[src/id_pkg.sv]
// Shared widths, opcodes, encodings and pipeline bundles for the ID stage modules
package id_pkg;

  //////////////////////////////////////////////////
  // Widths and constants
  //////////////////////////////////////////////////
  localparam int XLEN           = 32;
  localparam int REG_ADDR_W     = 5;
  localparam int NUM_READ_PORTS = 2;
  // Return address step, no compressed instructions
  localparam logic [XLEN-1:0] PC_INCR = 32'd4;

  // RV32I major opcodes kept by this decoder
  localparam logic [6:0] OPC_OP     = 7'h33;
  localparam logic [6:0] OPC_OPIMM  = 7'h13;
  localparam logic [6:0] OPC_LUI    = 7'h37;
  localparam logic [6:0] OPC_AUIPC  = 7'h17;
  localparam logic [6:0] OPC_JAL    = 7'h6f;
  localparam logic [6:0] OPC_JALR   = 7'h67;
  localparam logic [6:0] OPC_BRANCH = 7'h63;
  localparam logic [6:0] OPC_LOAD   = 7'h03;
  localparam logic [6:0] OPC_STORE  = 7'h23;

  //////////////////////////////////////////////////
  // Control encodings
  //////////////////////////////////////////////////
  // Arithmetic ops first, branch compares in the top half
  typedef enum logic [3:0] {
    ALU_ADD, ALU_SUB, ALU_SLL, ALU_SLT,
    ALU_SLTU, ALU_XOR, ALU_SRL, ALU_SRA,
    ALU_OR, ALU_AND, ALU_EQ, ALU_NE,
    ALU_LT, ALU_GE, ALU_LTU, ALU_GEU
  } alu_op_e;

  typedef enum logic [1:0] {OP_A_REG, OP_A_PC, OP_A_ZERO} op_a_sel_e;
  typedef enum logic [1:0] {OP_B_REG, OP_B_IMM, OP_B_PCINCR} op_b_sel_e;
  typedef enum logic [2:0] {IMM_I, IMM_S, IMM_B, IMM_U, IMM_J} imm_sel_e;

  //////////////////////////////////////////////////
  // Instruction word views
  //////////////////////////////////////////////////
  typedef union packed {
    struct packed {
      logic [6:0] funct7;
      logic [4:0] rs2;
      logic [4:0] rs1;
      logic [2:0] funct3;
      logic [4:0] rd;
      logic [6:0] opcode;
    } r_fmt;
    struct packed {
      logic [11:0] imm12;
      logic [4:0]  rs1;
      logic [2:0]  funct3;
      logic [4:0]  rd;
      logic [6:0]  opcode;
    } i_fmt;
    // Also the B-type layout, bits reshuffled
    struct packed {
      logic [6:0] imm_hi;
      logic [4:0] rs2;
      logic [4:0] rs1;
      logic [2:0] funct3;
      logic [4:0] imm_lo;
      logic [6:0] opcode;
    } s_fmt;
    // Also the J-type layout, bits reshuffled
    struct packed {
      logic [19:0] imm20;
      logic [4:0]  rd;
      logic [6:0]  opcode;
    } u_fmt;
  } instr_u;

  //////////////////////////////////////////////////
  // Pipeline bundles
  //////////////////////////////////////////////////
  typedef struct packed {
    logic            instr_valid;
    logic [XLEN-1:0] pc;
    instr_u          instr;
  } if_id_t;

  // Result from EX or WB, is_load only meaningful from EX
  typedef struct packed {
    logic                  we;
    logic [REG_ADDR_W-1:0] waddr;
    logic [XLEN-1:0]       wdata;
    logic                  is_load;
  } fwd_src_t;

  typedef struct packed {
    logic      alu_en;
    alu_op_e   alu_op;
    op_a_sel_e op_a_sel;
    op_b_sel_e op_b_sel;
    imm_sel_e  imm_sel;
    logic      rf_we;
    logic      lsu_en;
    logic      lsu_we;
    logic [1:0] lsu_type;
    logic      lsu_sign_ext;
    logic      is_branch;
    logic      is_jal;
    logic      is_jalr;
    logic      illegal;
  } dec_ctrl_t;

  typedef struct packed {
    logic                  instr_valid;
    logic [XLEN-1:0]       pc;
    logic                  alu_en;
    alu_op_e               alu_op;
    logic [XLEN-1:0]       operand_a;
    logic [XLEN-1:0]       operand_b;
    // Store data or branch target
    logic [XLEN-1:0]       operand_c;
    logic                  rf_we;
    logic [REG_ADDR_W-1:0] rf_waddr;
    logic                  lsu_en;
    logic                  lsu_we;
    logic [1:0]            lsu_type;
    logic                  lsu_sign_ext;
    logic                  branch_in_ex;
    logic                  illegal_insn;
  } id_ex_t;

endpackage

[src/id_decoder.sv]
// RV32I base decoder, turns one instruction word into the ID control bundle
`timescale 1ns/1ps

module id_decoder (
  input  id_pkg::instr_u                                             instr_i,
  output id_pkg::dec_ctrl_t                                          ctrl_o,
  output logic [id_pkg::NUM_READ_PORTS-1:0][id_pkg::REG_ADDR_W-1:0] raddr_o,
  output logic [id_pkg::NUM_READ_PORTS-1:0]                         re_o,
  output logic [id_pkg::REG_ADDR_W-1:0]                             waddr_o
);
  import id_pkg::*;

  logic [6:0] opcode;
  logic [2:0] funct3;
  logic [6:0] funct7;

  // funct3 map shared by OP and OP-IMM
  function automatic alu_op_e arith_op(input logic [2:0] f3, input logic alt);
    case (f3)
      3'b000:  arith_op = alt ? ALU_SUB : ALU_ADD;
      3'b001:  arith_op = ALU_SLL;
      3'b010:  arith_op = ALU_SLT;
      3'b011:  arith_op = ALU_SLTU;
      3'b100:  arith_op = ALU_XOR;
      3'b101:  arith_op = alt ? ALU_SRA : ALU_SRL;
      3'b110:  arith_op = ALU_OR;
      default: arith_op = ALU_AND;
    endcase
  endfunction

  assign opcode = instr_i.r_fmt.opcode;
  assign funct3 = instr_i.r_fmt.funct3;
  assign funct7 = instr_i.r_fmt.funct7;

  // Fixed field positions, rs1 on port 0 and rs2 on port 1
  assign raddr_o[0] = instr_i.r_fmt.rs1;
  assign raddr_o[1] = instr_i.r_fmt.rs2;
  assign waddr_o    = instr_i.r_fmt.rd;

  always_comb begin
    // All-zero bundle: ADD, REG, REG, I-type, nothing enabled
    ctrl_o = '0;
    re_o   = '0;
    case (opcode)
      OPC_OP: begin
        ctrl_o.alu_en = 1'b1;
        ctrl_o.rf_we  = 1'b1;
        re_o          = '1;
        ctrl_o.alu_op = arith_op(funct3, funct7[5]);
        // Alternate funct7 only for SUB and SRA
        if (funct7 != 7'h00 &&
            !(funct7 == 7'h20 && (funct3 == 3'b000 || funct3 == 3'b101))) begin
          ctrl_o.illegal = 1'b1;
        end
      end
      OPC_OPIMM: begin
        ctrl_o.alu_en   = 1'b1;
        ctrl_o.rf_we    = 1'b1;
        ctrl_o.op_b_sel = OP_B_IMM;
        re_o[0]         = 1'b1;
        ctrl_o.alu_op   = arith_op(funct3, funct3 == 3'b101 && funct7[5]);
        // Shifts reuse the upper immediate bits as funct7
        if (funct3 == 3'b001 && funct7 != 7'h00) begin
          ctrl_o.illegal = 1'b1;
        end
        if (funct3 == 3'b101 && funct7 != 7'h00 && funct7 != 7'h20) begin
          ctrl_o.illegal = 1'b1;
        end
      end
      OPC_LUI, OPC_AUIPC: begin
        ctrl_o.alu_en   = 1'b1;
        ctrl_o.rf_we    = 1'b1;
        ctrl_o.op_a_sel = (opcode == OPC_LUI) ? OP_A_ZERO : OP_A_PC;
        ctrl_o.op_b_sel = OP_B_IMM;
        ctrl_o.imm_sel  = IMM_U;
      end
      OPC_JAL, OPC_JALR: begin
        // ALU forms the link address pc + 4
        ctrl_o.alu_en   = 1'b1;
        ctrl_o.rf_we    = 1'b1;
        ctrl_o.op_a_sel = OP_A_PC;
        ctrl_o.op_b_sel = OP_B_PCINCR;
        ctrl_o.is_jal   = (opcode == OPC_JAL);
        ctrl_o.is_jalr  = (opcode == OPC_JALR);
        ctrl_o.imm_sel  = (opcode == OPC_JAL) ? IMM_J : IMM_I;
        re_o[0]         = (opcode == OPC_JALR);
        ctrl_o.illegal  = (opcode == OPC_JALR) && (funct3 != 3'b000);
      end
      OPC_BRANCH: begin
        ctrl_o.alu_en    = 1'b1;
        ctrl_o.is_branch = 1'b1;
        ctrl_o.imm_sel   = IMM_B;
        re_o             = '1;
        case (funct3)
          3'b000:  ctrl_o.alu_op = ALU_EQ;
          3'b001:  ctrl_o.alu_op = ALU_NE;
          3'b100:  ctrl_o.alu_op = ALU_LT;
          3'b101:  ctrl_o.alu_op = ALU_GE;
          3'b110:  ctrl_o.alu_op = ALU_LTU;
          3'b111:  ctrl_o.alu_op = ALU_GEU;
          default: ctrl_o.illegal = 1'b1;
        endcase
      end
      OPC_LOAD, OPC_STORE: begin
        // Address is rs1 + I or S immediate
        ctrl_o.alu_en       = 1'b1;
        ctrl_o.lsu_en       = 1'b1;
        ctrl_o.op_b_sel     = OP_B_IMM;
        ctrl_o.lsu_type     = funct3[1:0];
        re_o[0]             = 1'b1;
        ctrl_o.illegal      = (funct3[1:0] == 2'b11);
        if (opcode == OPC_LOAD) begin
          ctrl_o.rf_we        = 1'b1;
          ctrl_o.lsu_sign_ext = !funct3[2];
          if (funct3 == 3'b110) begin
            ctrl_o.illegal = 1'b1;
          end
        end else begin
          ctrl_o.lsu_we  = 1'b1;
          ctrl_o.imm_sel = IMM_S;
          re_o[1]        = 1'b1;
          if (funct3[2]) begin
            ctrl_o.illegal = 1'b1;
          end
        end
      end
      default: ctrl_o.illegal = 1'b1;
    endcase

    // Illegal words must not write, access memory or redirect
    if (ctrl_o.illegal) begin
      ctrl_o.alu_en    = 1'b0;
      ctrl_o.rf_we     = 1'b0;
      ctrl_o.lsu_en    = 1'b0;
      ctrl_o.lsu_we    = 1'b0;
      ctrl_o.is_branch = 1'b0;
      ctrl_o.is_jal    = 1'b0;
      ctrl_o.is_jalr   = 1'b0;
    end
  end

endmodule

[src/id_ex_reg.sv]
// ID/EX pipeline register with stage ready, bubble insertion and hold on back-pressure
`timescale 1ns/1ps

module id_ex_reg (
  input  logic                                clk,
  input  logic                                rst_n,
  input  id_pkg::if_id_t                      if_id_i,
  input  id_pkg::dec_ctrl_t                   ctrl_i,
  input  logic [id_pkg::REG_ADDR_W-1:0]       waddr_i,
  input  logic [id_pkg::XLEN-1:0]             operand_a_i,
  input  logic [id_pkg::XLEN-1:0]             operand_b_i,
  input  logic [id_pkg::XLEN-1:0]             operand_c_i,
  input  logic [id_pkg::NUM_READ_PORTS-1:0]   hazard_i,
  input  logic                                ex_ready_i,
  input  logic                                kill_i,
  output id_pkg::id_ex_t                      id_ex_o,
  output logic                                id_ready_o,
  output logic                                jmp_taken_o
);
  import id_pkg::*;

  logic   fire;
  id_ex_t id_ex_d;

  // Kill always drains the stage, otherwise wait on EX and any hazard
  assign id_ready_o  = kill_i || (ex_ready_i && !(|hazard_i));
  assign fire        = if_id_i.instr_valid && !kill_i && id_ready_o;
  assign jmp_taken_o = fire && (ctrl_i.is_jal || ctrl_i.is_jalr);

  // Next contents when the stage fires
  always_comb begin
    id_ex_d.instr_valid  = 1'b1;
    id_ex_d.pc           = if_id_i.pc;
    id_ex_d.alu_en       = ctrl_i.alu_en;
    id_ex_d.alu_op       = ctrl_i.alu_op;
    id_ex_d.operand_a    = operand_a_i;
    id_ex_d.operand_b    = operand_b_i;
    id_ex_d.operand_c    = operand_c_i;
    id_ex_d.rf_we        = ctrl_i.rf_we;
    id_ex_d.rf_waddr     = waddr_i;
    id_ex_d.lsu_en       = ctrl_i.lsu_en;
    id_ex_d.lsu_we       = ctrl_i.lsu_we;
    id_ex_d.lsu_type     = ctrl_i.lsu_type;
    id_ex_d.lsu_sign_ext = ctrl_i.lsu_sign_ext;
    id_ex_d.branch_in_ex = ctrl_i.is_branch;
    id_ex_d.illegal_insn = ctrl_i.illegal;
  end

  //////////////////////////////////////////////////
  // Load, bubble or hold
  //////////////////////////////////////////////////
  always_ff @(posedge clk or negedge rst_n) begin
    if (!rst_n) begin
      id_ex_o <= '0;
    end else if (fire) begin
      id_ex_o <= id_ex_d;
    end else if (ex_ready_i) begin
      // EX takes the old one, nothing new behind it
      id_ex_o.instr_valid <= 1'b0;
    end
  end

endmodule

[src/id_operand_fwd.sv]
// One register read port: EX/WB bypass, x0 zeroing and load-use hazard check
`timescale 1ns/1ps

module id_operand_fwd (
  input  logic [id_pkg::REG_ADDR_W-1:0] raddr_i,
  input  logic                          re_i,
  input  logic [id_pkg::XLEN-1:0]       rf_rdata_i,
  input  id_pkg::fwd_src_t              ex_fwd_i,
  input  id_pkg::fwd_src_t              wb_fwd_i,
  output logic [id_pkg::XLEN-1:0]       operand_o,
  output logic                          hazard_o
);
  import id_pkg::*;

  logic            active;
  logic            ex_match;
  logic            wb_match;
  logic [XLEN-1:0] fwd_val;

  // x0 never matches, so it never forwards or stalls
  assign active   = re_i && (raddr_i != '0);
  assign ex_match = active && ex_fwd_i.we && (ex_fwd_i.waddr == raddr_i);
  assign wb_match = active && wb_fwd_i.we && (wb_fwd_i.waddr == raddr_i);

  // Youngest result wins
  always_comb begin
    if (ex_match && !ex_fwd_i.is_load) begin
      fwd_val = ex_fwd_i.wdata;
    end else if (wb_match) begin
      fwd_val = wb_fwd_i.wdata;
    end else begin
      fwd_val = rf_rdata_i;
    end
  end

  assign operand_o = (raddr_i == '0) ? '0 : fwd_val;
  // Load data not back until WB
  assign hazard_o  = ex_match && ex_fwd_i.is_load;

endmodule

[src/id_operand_sel.sv]
// Immediate extraction and operand A/B/C muxing, plus the JAL/JALR target adder
`timescale 1ns/1ps

module id_operand_sel (
  input  id_pkg::instr_u          instr_i,
  input  logic [id_pkg::XLEN-1:0] pc_i,
  input  id_pkg::dec_ctrl_t       ctrl_i,
  input  logic [id_pkg::XLEN-1:0] rs1_i,
  input  logic [id_pkg::XLEN-1:0] rs2_i,
  output logic [id_pkg::XLEN-1:0] operand_a_o,
  output logic [id_pkg::XLEN-1:0] operand_b_o,
  output logic [id_pkg::XLEN-1:0] operand_c_o,
  output logic [id_pkg::XLEN-1:0] jmp_target_o
);
  import id_pkg::*;

  logic [XLEN-1:0] imm_i;
  logic [XLEN-1:0] imm_s;
  logic [XLEN-1:0] imm_b;
  logic [XLEN-1:0] imm_u;
  logic [XLEN-1:0] imm_j;
  logic [XLEN-1:0] imm;
  logic [XLEN-1:0] jalr_sum;

  //////////////////////////////////////////////////
  // Sign-extended immediates
  //////////////////////////////////////////////////
  assign imm_i = {{20{instr_i.i_fmt.imm12[11]}}, instr_i.i_fmt.imm12};
  assign imm_s = {{20{instr_i.s_fmt.imm_hi[6]}}, instr_i.s_fmt.imm_hi, instr_i.s_fmt.imm_lo};
  // B-type through the S view, bit 11 lives in imm_lo[0]
  assign imm_b = {{20{instr_i.s_fmt.imm_hi[6]}}, instr_i.s_fmt.imm_lo[0],
                  instr_i.s_fmt.imm_hi[5:0], instr_i.s_fmt.imm_lo[4:1], 1'b0};
  assign imm_u = {instr_i.u_fmt.imm20, 12'b0};
  // J-type through the U view
  assign imm_j = {{12{instr_i.u_fmt.imm20[19]}}, instr_i.u_fmt.imm20[7:0],
                  instr_i.u_fmt.imm20[8], instr_i.u_fmt.imm20[18:9], 1'b0};

  always_comb begin
    case (ctrl_i.imm_sel)
      IMM_S:   imm = imm_s;
      IMM_B:   imm = imm_b;
      IMM_U:   imm = imm_u;
      IMM_J:   imm = imm_j;
      default: imm = imm_i;
    endcase
  end

  //////////////////////////////////////////////////
  // Operand muxes
  //////////////////////////////////////////////////
  always_comb begin
    case (ctrl_i.op_a_sel)
      OP_A_PC:   operand_a_o = pc_i;
      OP_A_ZERO: operand_a_o = '0;
      default:   operand_a_o = rs1_i;
    endcase
  end

  always_comb begin
    case (ctrl_i.op_b_sel)
      OP_B_IMM:    operand_b_o = imm;
      OP_B_PCINCR: operand_b_o = PC_INCR;
      default:     operand_b_o = rs2_i;
    endcase
  end

  // Branch target for EX, otherwise store data
  assign operand_c_o = ctrl_i.is_branch ? (pc_i + imm_b) : rs2_i;

  // JALR clears the LSB of rs1 + imm
  assign jalr_sum     = rs1_i + imm_i;
  assign jmp_target_o = ctrl_i.is_jalr ? {jalr_sum[XLEN-1:1], 1'b0} : (pc_i + imm_j);

endmodule

[src/id_stage.sv]
// ID stage top, wires the decoder, per-port forwarding, operand muxes and ID/EX register
`timescale 1ns/1ps

module id_stage (
  input  logic                                                       clk,
  input  logic                                                       rst_n,
  input  id_pkg::if_id_t                                             if_id_i,
  input  id_pkg::fwd_src_t                                           ex_fwd_i,
  input  id_pkg::fwd_src_t                                           wb_fwd_i,
  input  logic                                                       ex_ready_i,
  input  logic                                                       kill_i,
  input  logic [id_pkg::NUM_READ_PORTS-1:0][id_pkg::XLEN-1:0]       rf_rdata_i,
  output logic [id_pkg::NUM_READ_PORTS-1:0][id_pkg::REG_ADDR_W-1:0] rf_raddr_o,
  output logic [id_pkg::NUM_READ_PORTS-1:0]                         rf_re_o,
  output id_pkg::id_ex_t                                             id_ex_o,
  output logic                                                       id_ready_o,
  output logic                                                       jmp_taken_o,
  output logic [id_pkg::XLEN-1:0]                                    jmp_target_o
);
  import id_pkg::*;

  dec_ctrl_t                           ctrl;
  logic [REG_ADDR_W-1:0]               waddr;
  logic [NUM_READ_PORTS-1:0][XLEN-1:0] operand_fw;
  logic [NUM_READ_PORTS-1:0]           hazard;
  logic [XLEN-1:0]                     operand_a;
  logic [XLEN-1:0]                     operand_b;
  logic [XLEN-1:0]                     operand_c;

  id_decoder u_decoder (
    .instr_i (if_id_i.instr),
    .ctrl_o  (ctrl),
    .raddr_o (rf_raddr_o),
    .re_o    (rf_re_o),
    .waddr_o (waddr)
  );

  // Port 0 is rs1, port 1 is rs2
  for (genvar p = 0; p < NUM_READ_PORTS; p++) begin : g_fwd
    id_operand_fwd u_fwd (
      .raddr_i    (rf_raddr_o[p]),
      .re_i       (rf_re_o[p]),
      .rf_rdata_i (rf_rdata_i[p]),
      .ex_fwd_i   (ex_fwd_i),
      .wb_fwd_i   (wb_fwd_i),
      .operand_o  (operand_fw[p]),
      .hazard_o   (hazard[p])
    );
  end

  id_operand_sel u_operand_sel (
    .instr_i      (if_id_i.instr),
    .pc_i         (if_id_i.pc),
    .ctrl_i       (ctrl),
    .rs1_i        (operand_fw[0]),
    .rs2_i        (operand_fw[1]),
    .operand_a_o  (operand_a),
    .operand_b_o  (operand_b),
    .operand_c_o  (operand_c),
    .jmp_target_o (jmp_target_o)
  );

  id_ex_reg u_id_ex_reg (
    .clk         (clk),
    .rst_n       (rst_n),
    .if_id_i     (if_id_i),
    .ctrl_i      (ctrl),
    .waddr_i     (waddr),
    .operand_a_i (operand_a),
    .operand_b_i (operand_b),
    .operand_c_i (operand_c),
    .hazard_i    (hazard),
    .ex_ready_i  (ex_ready_i),
    .kill_i      (kill_i),
    .id_ex_o     (id_ex_o),
    .id_ready_o  (id_ready_o),
    .jmp_taken_o (jmp_taken_o)
  );

endmodule
[config.mk]
export PLATFORM = sky130hd
export DESIGN_NAME = id_stage
export DESIGN_NICKNAME = d
export VERILOG_FILES = /design/src/id_pkg.sv /design/src/id_decoder.sv /design/src/id_ex_reg.sv /design/src/id_operand_fwd.sv /design/src/id_operand_sel.sv /design/src/id_stage.sv
export SDC_FILE = /design/constraint.sdc
export NUM_CORES = 1
export LEC_CHECK = 0
export BUFFER_PORTS_ARGS = -buffer_cell sky130_fd_sc_hd__buf_2
export CAP_MARGIN = 20
export CORE_ASPECT_RATIO = 1.25
export CORE_MARGIN = 4
export CORE_UTILIZATION = 40
export DETAILED_ROUTE_END_ITERATION = 7
export PLACE_DENSITY = 0.67
export SLEW_MARGIN = 30
export SYNTH_ARGS = -nofsm -noshare
export SYNTH_HDL_FRONTEND = slang
export SYNTH_SLANG_ARGS = --single-unit
[constraint.sdc]
create_clock -name clk -period 6.45 [get_ports clk]
set_clock_uncertainty 0.2 [all_clocks]
set_input_delay 1.29 -clock clk [delete_from_list [all_inputs] [get_ports clk]]
set_output_delay 1.29 -clock clk [all_outputs]
set_load 0.005 [all_outputs]
Word-level counts from Yosys, hierarchy flattened

Cells that the tools add are included.

Bits in registers: 147
Input bits: 211
Output and inout port bits: 193
Word-level logic and storage cells: 148

Add/subtract/negate cells: 3
Eq/ne operators: 31
Multiplexer cells: 48
Reductions and logical operators: 51

Operators by type and width:

| kind                                                                   | number |
|---|---|
| 32-bit two-way mux                                                     | 8 |
| 32-bit case mux with 2 select lines                                    | 2 |
| 31-bit case mux with 4 select lines                                    | 1 |
| 32-bit adder                                                           | 3 |
| 4-bit case mux with 7 select lines                                     | 2 |
| 7-bit by 6-bit equality test with 1-bit output (second input constant) | 4 |
| 1-bit logical AND                                                      | 25 |
| 4-bit case mux with 6 select lines                                     | 1 |
| 7-bit equality test (second input constant)                            | 3 |
| 5-bit equality test                                                    | 4 |
| 1-bit two-way mux                                                      | 20 |
| 3-bit equality test (second input constant)                            | 5 |
| 7-bit by 5-bit equality test with 1-bit output (second input constant) | 2 |
| 3-bit by 2-bit equality test with 1-bit output (second input constant) | 4 |
| 3-bit case mux with 4 select lines                                     | 1 |
| 4-bit case mux with 3 select lines                                     | 1 |
| 6-bit OR reduction                                                     | 2 |
| 5-bit logical NOT                                                      | 2 |
| 5-bit nonzero test                                                     | 2 |
| 2-bit OR reduction                                                     | 5 |
| 5-bit OR reduction                                                     | 2 |
| 3-bit two-way mux                                                      | 3 |
| 9-bit OR reduction                                                     | 1 |
| 2-bit case mux with 2 select lines                                     | 2 |
| 15 further kinds                                                       | 28 |

Logic depth before layout (Yosys ltp)

Gate-level depths: netlist of run 1.

Word-level depth: 13
Gate-level depth with buffers: 18
Depth with buffers taken out: 17

By module

A second synthesis of run 1 with hierarchy kept.

Cells, all modules: 1560
Area total of the unflattened synthesis: 14031.0 sq um

Modules (own cells, without submodules):

| module         | instances | cells an instance | area an instance (sq um) | seq. area each (sq um) |
|---|---|---|---|---|
| id_operand_sel | 1         | 870               | 5943.2                   | 0.0 |
| id_ex_reg      | 1         | 316               | 5522.8                   | 3678.5 |
| id_operand_fwd | 2         | 132               | 923.4                    | 0.0 |
| id_decoder     | 1         | 110               | 718.2                    | 0.0 |

Least setup slack after synthesis of run 1

OpenSTA, ideal clock, no wires.

Path type: in2out
From: in if_id_i[16] (netlist name)
To: out jmp_target_o[30] (netlist name)
Data arrival time: 5.026 ns
Required time: 4.960 ns
Path slack: -0.066 ns
Stages on the path: 18
Path buffers: 1
Cells stage by stage: or4_4 nor2_4 nor2_2 nand2_1 clkbuf_1 nor2_1 a211oi_1 fa_1 a21o_1 a21oi_1 o21a_1 o21ai_1 a31oi_1 o311ai_1 o221ai_1 o21ai_0 xnor2_1 o21ai_0

Longest elaborated chain between the ends: 9
Elaborated cells between the ends (all ways): 16

RTL lines:

| element                                                        | RTL line                                   | source |
|---|---|---|
| from (decl)                                                    | id_stage.sv:7                              | `input id_pkg::if_id_t if_id_i,` |
| 5-bit nonzero test                                             | id_operand_fwd.sv:21                       | `assign active = re_i && (raddr_i != '0);` |
| 1-bit logical AND                                              | id_operand_fwd.sv:21                       |  |
| 1-bit logical AND (on tied branches) (2 in series)             | id_operand_fwd.sv:23, id_operand_fwd.sv:22 |  |
| 32-bit two-way mux / 1-bit logical AND (equally long branches) | id_operand_fwd.sv:29, id_operand_fwd.sv:27 |  |
| 32-bit two-way mux                                             | id_operand_fwd.sv:27                       | `if (ex_match && !ex_fwd_i.is_load) begin` |
| 32-bit two-way mux                                             | id_operand_fwd.sv:36                       | `assign operand_o = (raddr_i == '0) ? '0 : fwd_val;` |
| 32-bit adder                                                   | id_operand_sel.sv:71                       | `assign jalr_sum = rs1_i + imm_i;` |
| 32-bit two-way mux *                                           | id_operand_sel.sv:72                       | `assign jmp_target_o = ctrl_i.is_jalr ? {jalr_sum[XLEN-1:1], 1'b0} : (pc_i + imm_j);` |
| to (decl)                                                      | id_stage.sv:18                             | `output logic [id_pkg::XLEN-1:0] jmp_target_o` |

Mark *: on every way between the ends. The rest lies on a longest branch, timed or not.

Final worst setup path of run 1

From: in if_id_i[16] (netlist name)
To: out jmp_target_o[20] (netlist name)

The elaborated chain is that of the path after synthesis.

==> results of run 1 <==
## area by class of cell
| class | count | area (µm²) | share of cell area (%) |
|---|---|---|---|
| Antenna cell | 1 | 2.50 | 0.0135 |
| Clock buffer | 17 | 425 | 2.30 |
| Clock inverter | 15 | 236 | 1.28 |
| Inverter | 34 | 128 | 0.690 |
| Multi-Input combinational cell | 1439 | 9430 | 50.9 |
| Sequential cell | 147 | 3680 | 19.9 |
| Tap cell | 412 | 515 | 2.79 |
| Timing Repair Buffer | 659 | 4090 | 22.1 |
## synth_stat cells (4+ instances only)
cell type | n | area (µm²)
a21oi_1 | 150 | 751
dfrtp_1 | 147 | 3680
inv_1 | 34 | 128
nand2b_1 | 18 | 113
a21boi_0 | 5 | 37.5
a221o_1 | 4 | 40.0
nor2_1 | 236 | 886
nand3_1 | 22 | 110
mux2i_1 | 65 | 651
a31o_2 | 6 | 52.6
ha_1 | 75 | 938
clkbuf_1 | 77 | 289
a31oi_1 | 32 | 200
nand3b_1 | 4 | 30.0
o32a_1 | 4 | 40.0
o31ai_1 | 5 | 37.5
a211oi_1 | 38 | 285
and3_1 | 13 | 81.3
o21ai_0 | 132 | 661
nand2_1 | 270 | 1010
buf_4 | 12 | 90.1
a22o_1 | 4 | 35.0
o21a_1 | 19 | 143
nor3b_1 | 5 | 37.5
nand4_1 | 10 | 62.6
nor4_1 | 10 | 62.6
a22oi_1 | 8 | 60.1
a21o_1 | 33 | 248
xor2_1 | 39 | 342
nor3_1 | 25 | 125
a221oi_1 | 39 | 342
or2_2 | 4 | 25.0
o21bai_1 | 11 | 82.6
a32oi_1 | 7 | 61.3
nor2b_1 | 10 | 62.6
o21ai_1 | 6 | 30.0
xnor2_1 | 58 | 508
buf_1 | 8 | 30.0
and2_1 | 6 | 37.5
buf_2 | 24 | 120
o211ai_1 | 10 | 75.1
## worst max-delay path: stages
cell and delay, ns:
buf_8 0.11, buf_4 0.13, xnor2_2 0.11, nand4_1 0.20, buf_4 0.20, buf_4 0.14
nor3_4 0.18, a211oi_2 0.10, or2_4 0.24, and3_4 0.18, fa_2 0.36, a21o_1 0.20
a21oi_2 0.16, o21a_1 0.21, o21ai_2 0.10, buf_4 0.14, a31o_2 0.22, a21o_1 0.19
a31o_4 0.23, and4b_1 0.21, nor4b_2 0.27, a21oi_1 0.06, buf_2 0.16
## what timing repair did
item	in CTS	in global routing
setup buffers	20	14
gates cloned	1	0
gates resized for setup	89	57
pin swaps	51	43
endpoints found under the setup margin	21	20
## how the worst min path moves through the flow
stage                             start  cells after the start                  endpoint  slack, ns
6_report       u_id_ex_reg.id_ex_o[113]                      2  u_id_ex_reg.id_ex_o[113]       0.27
3_5_place_dp   u_id_ex_reg.id_ex_o[144]                      2  u_id_ex_reg.id_ex_o[144]       0.26
4_1_cts        u_id_ex_reg.id_ex_o[144]                      2  u_id_ex_reg.id_ex_o[144]       0.27
5_1_grt        u_id_ex_reg.id_ex_o[144]                      2  u_id_ex_reg.id_ex_o[144]       0.29
2_1_floorplan   u_id_ex_reg.id_ex_o[10]                      2   u_id_ex_reg.id_ex_o[10]       0.27
3_3_place_gp   u_id_ex_reg.id_ex_o[144]                      2  u_id_ex_reg.id_ex_o[144]       0.25
## metrics by stage
step | std cells | power [mW] | setup TNS [ns]
2_1_floorplan | 1741 | 1.79 | 0
3_3_place_gp | 2659 | 2.45 | -12.82
3_5_place_dp | 2659 | 2.47 | -13.17
4_1_cts | 2711 | 3.69 | -4.65
5_1_grt | 2724 | 3.92 | -7.53
6_report | 2724 | 3.73 | -5.00
## metal layers
metal	GRT usage, %	part of all wire [%]	wire length, µm
met5	0	0	0
met1	38.3	37	23200
met2	59.6	50	31400
met4	18.2	5.6	3540
met3	5.62	7.5	4700
## logic make-up after synthesis
group,count (synthesis),synth area share (%)
AND/OR/NAND/NOR,654,21.6
buffers and inverters,156,5.04
multiplexers,65,4.95
flip-flops,147,28.0
XOR/XNOR,97,6.47
adder cells (fa/ha/maj),78,7.60
AO/OA/AOI/OAI,544,26.3
## power by group through the flow
stage | sequential, mW | clock [mW] | combinational, mW
2_1_floorplan | 1.16 | 0 | 0.630
3_3_place_gp | 1.15 | 0 | 1.30
3_5_place_dp | 1.16 | 0 | 1.32
4_1_cts | 1.14 | 1.18 | 1.37
5_1_grt | 1.16 | 1.22 | 1.55
6_report | 1.14 | 1.17 | 1.42
==> results.cfg, run 1 <==
[routing]
drt-total-wl_um = 62900
drt-pass1-iter-count = 7
viasPerCell = 5.79
postRouteAntennaNets = 0
vias = 15778
drc = 0
drt_iter0_drc = 1158
wl_per_cell_um = 23.1

[floorplan]
die_x_um = 170
fp.coreArea_um2 = 32200
die-area_um2 = 35800
die_height_um = 211
pin_count = 404
rows = 73
initial_utilization_pct = 40.9

[sta]
final_max_slew_viol_count = 0
rsz0062_at_grt = yes
tightest_slew_ns = 1.03
fin_ws_ns = -0.430
hold_viol_final = 0
timing.fmax_mhz = 145
finalCritPeriodShare_pct = 107
setup_viol = 17
slew_headroom_pct = 31.0
holdWs_ns = 0.271
period_needed_ns = 6.88

[grt]
grt_pass1_wl_um = 92300
grt_antenna_before_repair = 1
first_global_vias = 15495
grt_max_degree = 151
grt_usage_pct = 33.6
overflow = 0

[worst_setup_path]
cp.required_ns = 4.96
timing.rr.end = u_id_ex_reg.id_ex_o[67]
endpoint_kind = output port
cp-start-kind = input port
crit_type = input port to output port
r2r_start = u_id_ex_reg.id_ex_o[67]
cp-startpoint = if_id_i[16]
cp_max_fo = 3
worst-r2r-setup-slack_ns = 5.40
rr_worst_depth = 1
crit_arrival_ns = 5.39
endpoint = jmp_target_o[20]

[final_layout]
finish.utilization_pct = 57.6
largest_reg_flops = 147
final_cell_mix = buf_2 (396), nand2_1 (267), buf_4 (240)
largest_register = u_id_ex_reg.id_ex_o
nNetsFinal = 2587
drive_gt1_share_pct = 34.4
syn_to_final_growth_pct = 40.9
final_common_cell = buf_2
fillCellCount = 3105
reg.largest.list = u_id_ex_reg.id_ex_o x147
final_cell_area_um2 = 18500

[power_and_ir_drop]
peakVddDrop_uv = 155
swShare_pct = 36.3
p_switching_mw = 1.35
leakage_nw = 8.95
clock_power_share_pct = 31.3
p_int_mw = 2.37
power_density_nw_per_um2 = 201
pwr-share-seq_pct = 30.6
p_comb_share_pct = 38.0

[clocking]
clkTransAtPathRegs_ns = 0.07
cts_tree = built
htreeDepth = 4
cts_num_sinks = 147
ctsRootBufferMaster = clkbuf_16
clk_latency_ns = 0.46
numCtsBuffers = 17
cts_buffer_depth = 2
holdBufCountCts = 0

[run_status]
violations = negative setup slack
run_status = complete, but fails checks

[logic_synthesis]
synth.ff_latch_count = 147
syn_inst = 1741
netlist_area_um2 = 13100
syn_nets = 2030
syn_area_per_cell_um2 = 7.55
seq_area_frac_synth_pct = 28.0
synthArstFlopShare_pct = 100
yosysWarnings = 0
synthFlopType = dfrtp_1
synthDistinctLibCells = 76
synth_edf_count = 0

[placed_design]
gp_congestion = 0.968
place_ws_ns = -0.952
placed_area_um2 = 16900
dp_hpwl_um = 49300
io_buffers = 402

[min_path]
hp-class = flip-flop to flip-flop

[flow_run]
cap_violations = 0
Note: power is estimated with default switching activity, not from simulation.
==> run 2: changes to the inputs <==
--- a/config.mk
+++ b/config.mk
@@ -15,4 +15,5 @@
 export SLEW_MARGIN = 30
 export SYNTH_ARGS = -nofsm -noshare
 export SYNTH_HDL_FRONTEND = slang
+export SYNTH_HIERARCHICAL = 1
 export SYNTH_SLANG_ARGS = --single-unit
==> results.cfg, run 2 <==
[floorplan]
fp.coreArea_um2 = 34500
die_height_um = 217
pin_count = 404
rows = 76
die_x_um = 176
initial_utilization_pct = 40.6
die-area_um2 = 38200

[final_layout]
reg.largest.list = u_id_ex_reg/id_ex_o x147
final_cells = 2569
drive_gt1_share_pct = 46.9
final_cell_mix = buf_2 (396), buf_4 (207), mux2_2 (177)
multiInputGateArea_um2 = 10300
final_common_cell = buf_2
nNetsFinal = 2382
seqCellArea_um2 = 3680
fillCellCount = 3228
final_cell_area_um2 = 19100
largest_register = u_id_ex_reg/id_ex_o
largest_reg_flops = 147
syn_to_final_growth_pct = 36.2

[clocking]
ctsRootBufferMaster = clkbuf_16
htreeDepth = 4
cts_buffer_depth = 2
holdBufCountCts = 0
cts_tree = built
clkTransAtPathRegs_ns = 0.06
clk_latency_ns = 0.46
cts_num_sinks = 147
numCtsBuffers = 17

[routing]
drt_iter0_drc = 856
drt-total-wl_um = 60100
postRouteAntennaNets = 0
wl_per_cell_um = 23.4
drt-pass1-iter-count = 8
drc = 0
viasPerCell = 5.70
vias = 14647

[worst_setup_path]
cp_max_fo = 10
critPathBufInv = 4
endpoint_kind = output port
cpLargestDelayFamily = compound AO/OA/AOI/OAI gates
worst-r2r-setup-slack_ns = 5.44
cpMaxStageDelayCell = or3_4
crit_arrival_ns = 5.23
cp-start-kind = input port
critPathMaxStageDelay_ns = 0.40
cp.required_ns = 4.96
rr_worst_depth = 1
crit_type = input port to output port
timing.rr.end = u_id_ex_reg/id_ex_o[64]
r2r_start = u_id_ex_reg/id_ex_o[64]
path_cells = buf_6, and2_4, nand2b_4, a21oi_2, buf_6, nand2_2, nor3_1, nand3b_1, buf_4, o21ai_0, a21oi_4, ha_2, or3_4, a221oi_4, o311ai_4, a21boi_2, o31ai_2, a21oi_2, o221ai_1, xnor2_1, mux2i_1, buf_2

[sta]
period_needed_ns = 6.72
setup_viol = 15
tns_ns = -1.69
hold_viol_final = 0
slew_headroom_pct = 31.5
final_max_slew_viol_count = 0
finalCritPeriodShare_pct = 104
fin_ws_ns = -0.269
rsz0062_at_grt = yes
timing.fmax_mhz = 149
tightest_slew_ns = 1.02

[power_and_ir_drop]
p_switching_mw = 1.32
peakVddDrop_uv = 140
swShare_pct = 36.1
total_power_mw = 3.65
p_comb_share_pct = 41.3
clock_power_share_pct = 26.4
leakage_nw = 8.90
p_int_mw = 2.33
power_density_nw_per_um2 = 191
pwr-share-seq_pct = 32.3

[grt]
overflow = 0
grt_pass1_wl_um = 88000
first_global_vias = 14824
grt_antenna_before_repair = 7
grt_max_degree = 148
grt_usage_pct = 30.3

[logic_synthesis]
synthDistinctLibCells = 80
yosysWarnings = 6
synth_most_common_cell = mux2_2
syn_inst = 1560
synthArstFlopShare_pct = 100
synth_common_cells = mux2_2 (177), a21oi_1 (171), o21ai_0 (154)
synth_top_family_by_area = compound AO/OA/AOI/OAI gates
synth_fa_ha_area_share_pct = 7.65
syn_area_per_cell_um2 = 8.99
yosys-top-cells-area = dfrtp_1 (26%), mux2_2 (14%), ha_1 (7.2%)
synthSimpleGateAreaFrac_pct = 10.9
netlist_area_um2 = 14000
synthFlopType = dfrtp_1
synth_edf_count = 0
syn_nets = 1855
synth_xor_area_share_pct = 6.62
seq_area_frac_synth_pct = 26.2
synth.ff_latch_count = 147
synth.top_cell.area_share_pct = 26.2
synth.mux.area_fraction_pct = 19.5
synth_compound_area_share_pct = 22.8
yosysTopAreaCell = dfrtp_1

[min_path]
whs_path_depth = 1
min_to = u_id_ex_reg/id_ex_o[88]
hp-class = flip-flop to flip-flop
hold_start = u_id_ex_reg/id_ex_o[88]

[placed_design]
gp_congestion = 0.941
io_buffers = 402
dp_cells = 2506
dp_hpwl_um = 48000
place_ws_ns = -0.668
placed_area_um2 = 17400

[run_status]
run_status = complete, but fails checks
violations = negative setup slack

[flow_run]
cap_violations = 0
==> run 2: cell count changes after synthesis, moves of 26 or more <==
cell      before  now
mux2_2         0  177
nor2_1       236   62
nand2_1      270  104
a221oi_1      39    5
a211oi_1      38    5
buf_6          0   27
a22o_1         4   30
==> run 2: cell type report <==
| cell class | instances | share of cell area [%] |
|---|---|---|
| multi-input combinational | 1259 | 54.1 |
| timing repair buffer | 625 | 20.0 |
| sequential | 147 | 19.2 |
| tap | 468 | 3.06 |
| clock buffer | 20 | 2.34 |
| inverter | 37 | 0.727 |
| clock inverter | 12 | 0.511 |
| antenna | 1 | 0.0131 |
==> run 2: how the worst max path moves through the flow <==
stage	start	endpoint	slack [ns]	cells past startpoint
final	if_id_i[0]	jmp_target_o[30]	-0.27	22
after global routing	if_id_i[0]	jmp_target_o[26]	-0.42	24
after CTS	if_id_i[0]	jmp_target_o[31]	-0.20	23
after detailed placement	if_id_i[19]	jmp_target_o[28]	-0.67	20
after global placement	if_id_i[4]	jmp_target_o[30]	-0.62	20
after floorplan	if_id_i[6]	jmp_target_o[28]	0.08	20
==> run 2: per-layer routing <==
metal / share of wire (%) / GRT usage [%] / vias to the layer above
met4: 8.0 / 21.9 / 12
met3: 6.8 / 5.99 / 180
met2: 49 / 53.3 / 688
li1: - / - / 6755
met1: 36 / 32.1 / 7012
met5: 0.085 / 0 / -
==> run 2: power groups by stage <==
| stage | registers [mW] | logic, mW | clock network [mW] |
|---|---|---|---|
| floorplan | 1.20 | 0.708 | 0 |
| global placement | 1.19 | 1.39 | 0 |
| detailed placement | 1.20 | 1.40 | 0 |
| CTS | 1.18 | 1.48 | 0.979 |
| global route | 1.20 | 1.62 | 1.02 |
| finish | 1.18 | 1.51 | 0.965 |
==> run 2: cell families (layout without fill, tap and decap cells) <==
group                      count (synthesis)  after routing
adders and majority gates                 84             84
xor gates and xnor gates                 106            106
DFF                                      147            147
and+or+nand+nor                          299            299
muxes                                    251            251
AOI/OAI and AO/OA                        519            519
buffers and inverters                    154            694
other                                      0              1
==> run 2: per-stage QoR <==
step	util, %	hold WS (ns)
after floorplan	-	0.304
after global placement	50.4	0.282
after detailed placement	50.4	0.288
after CTS	54.8	0.303
after global routing	55.4	0.308
final	55.4	0.300
==> run 2: repair_timing <==
| item | CTS | global route |
|---|---|---|
| endpoints found under the setup margin | 21 | 22 |
| gates resized for setup | 166 | 37 |
| pin swaps | 49 | 18 |
| buffers inserted | 29 | 4 |
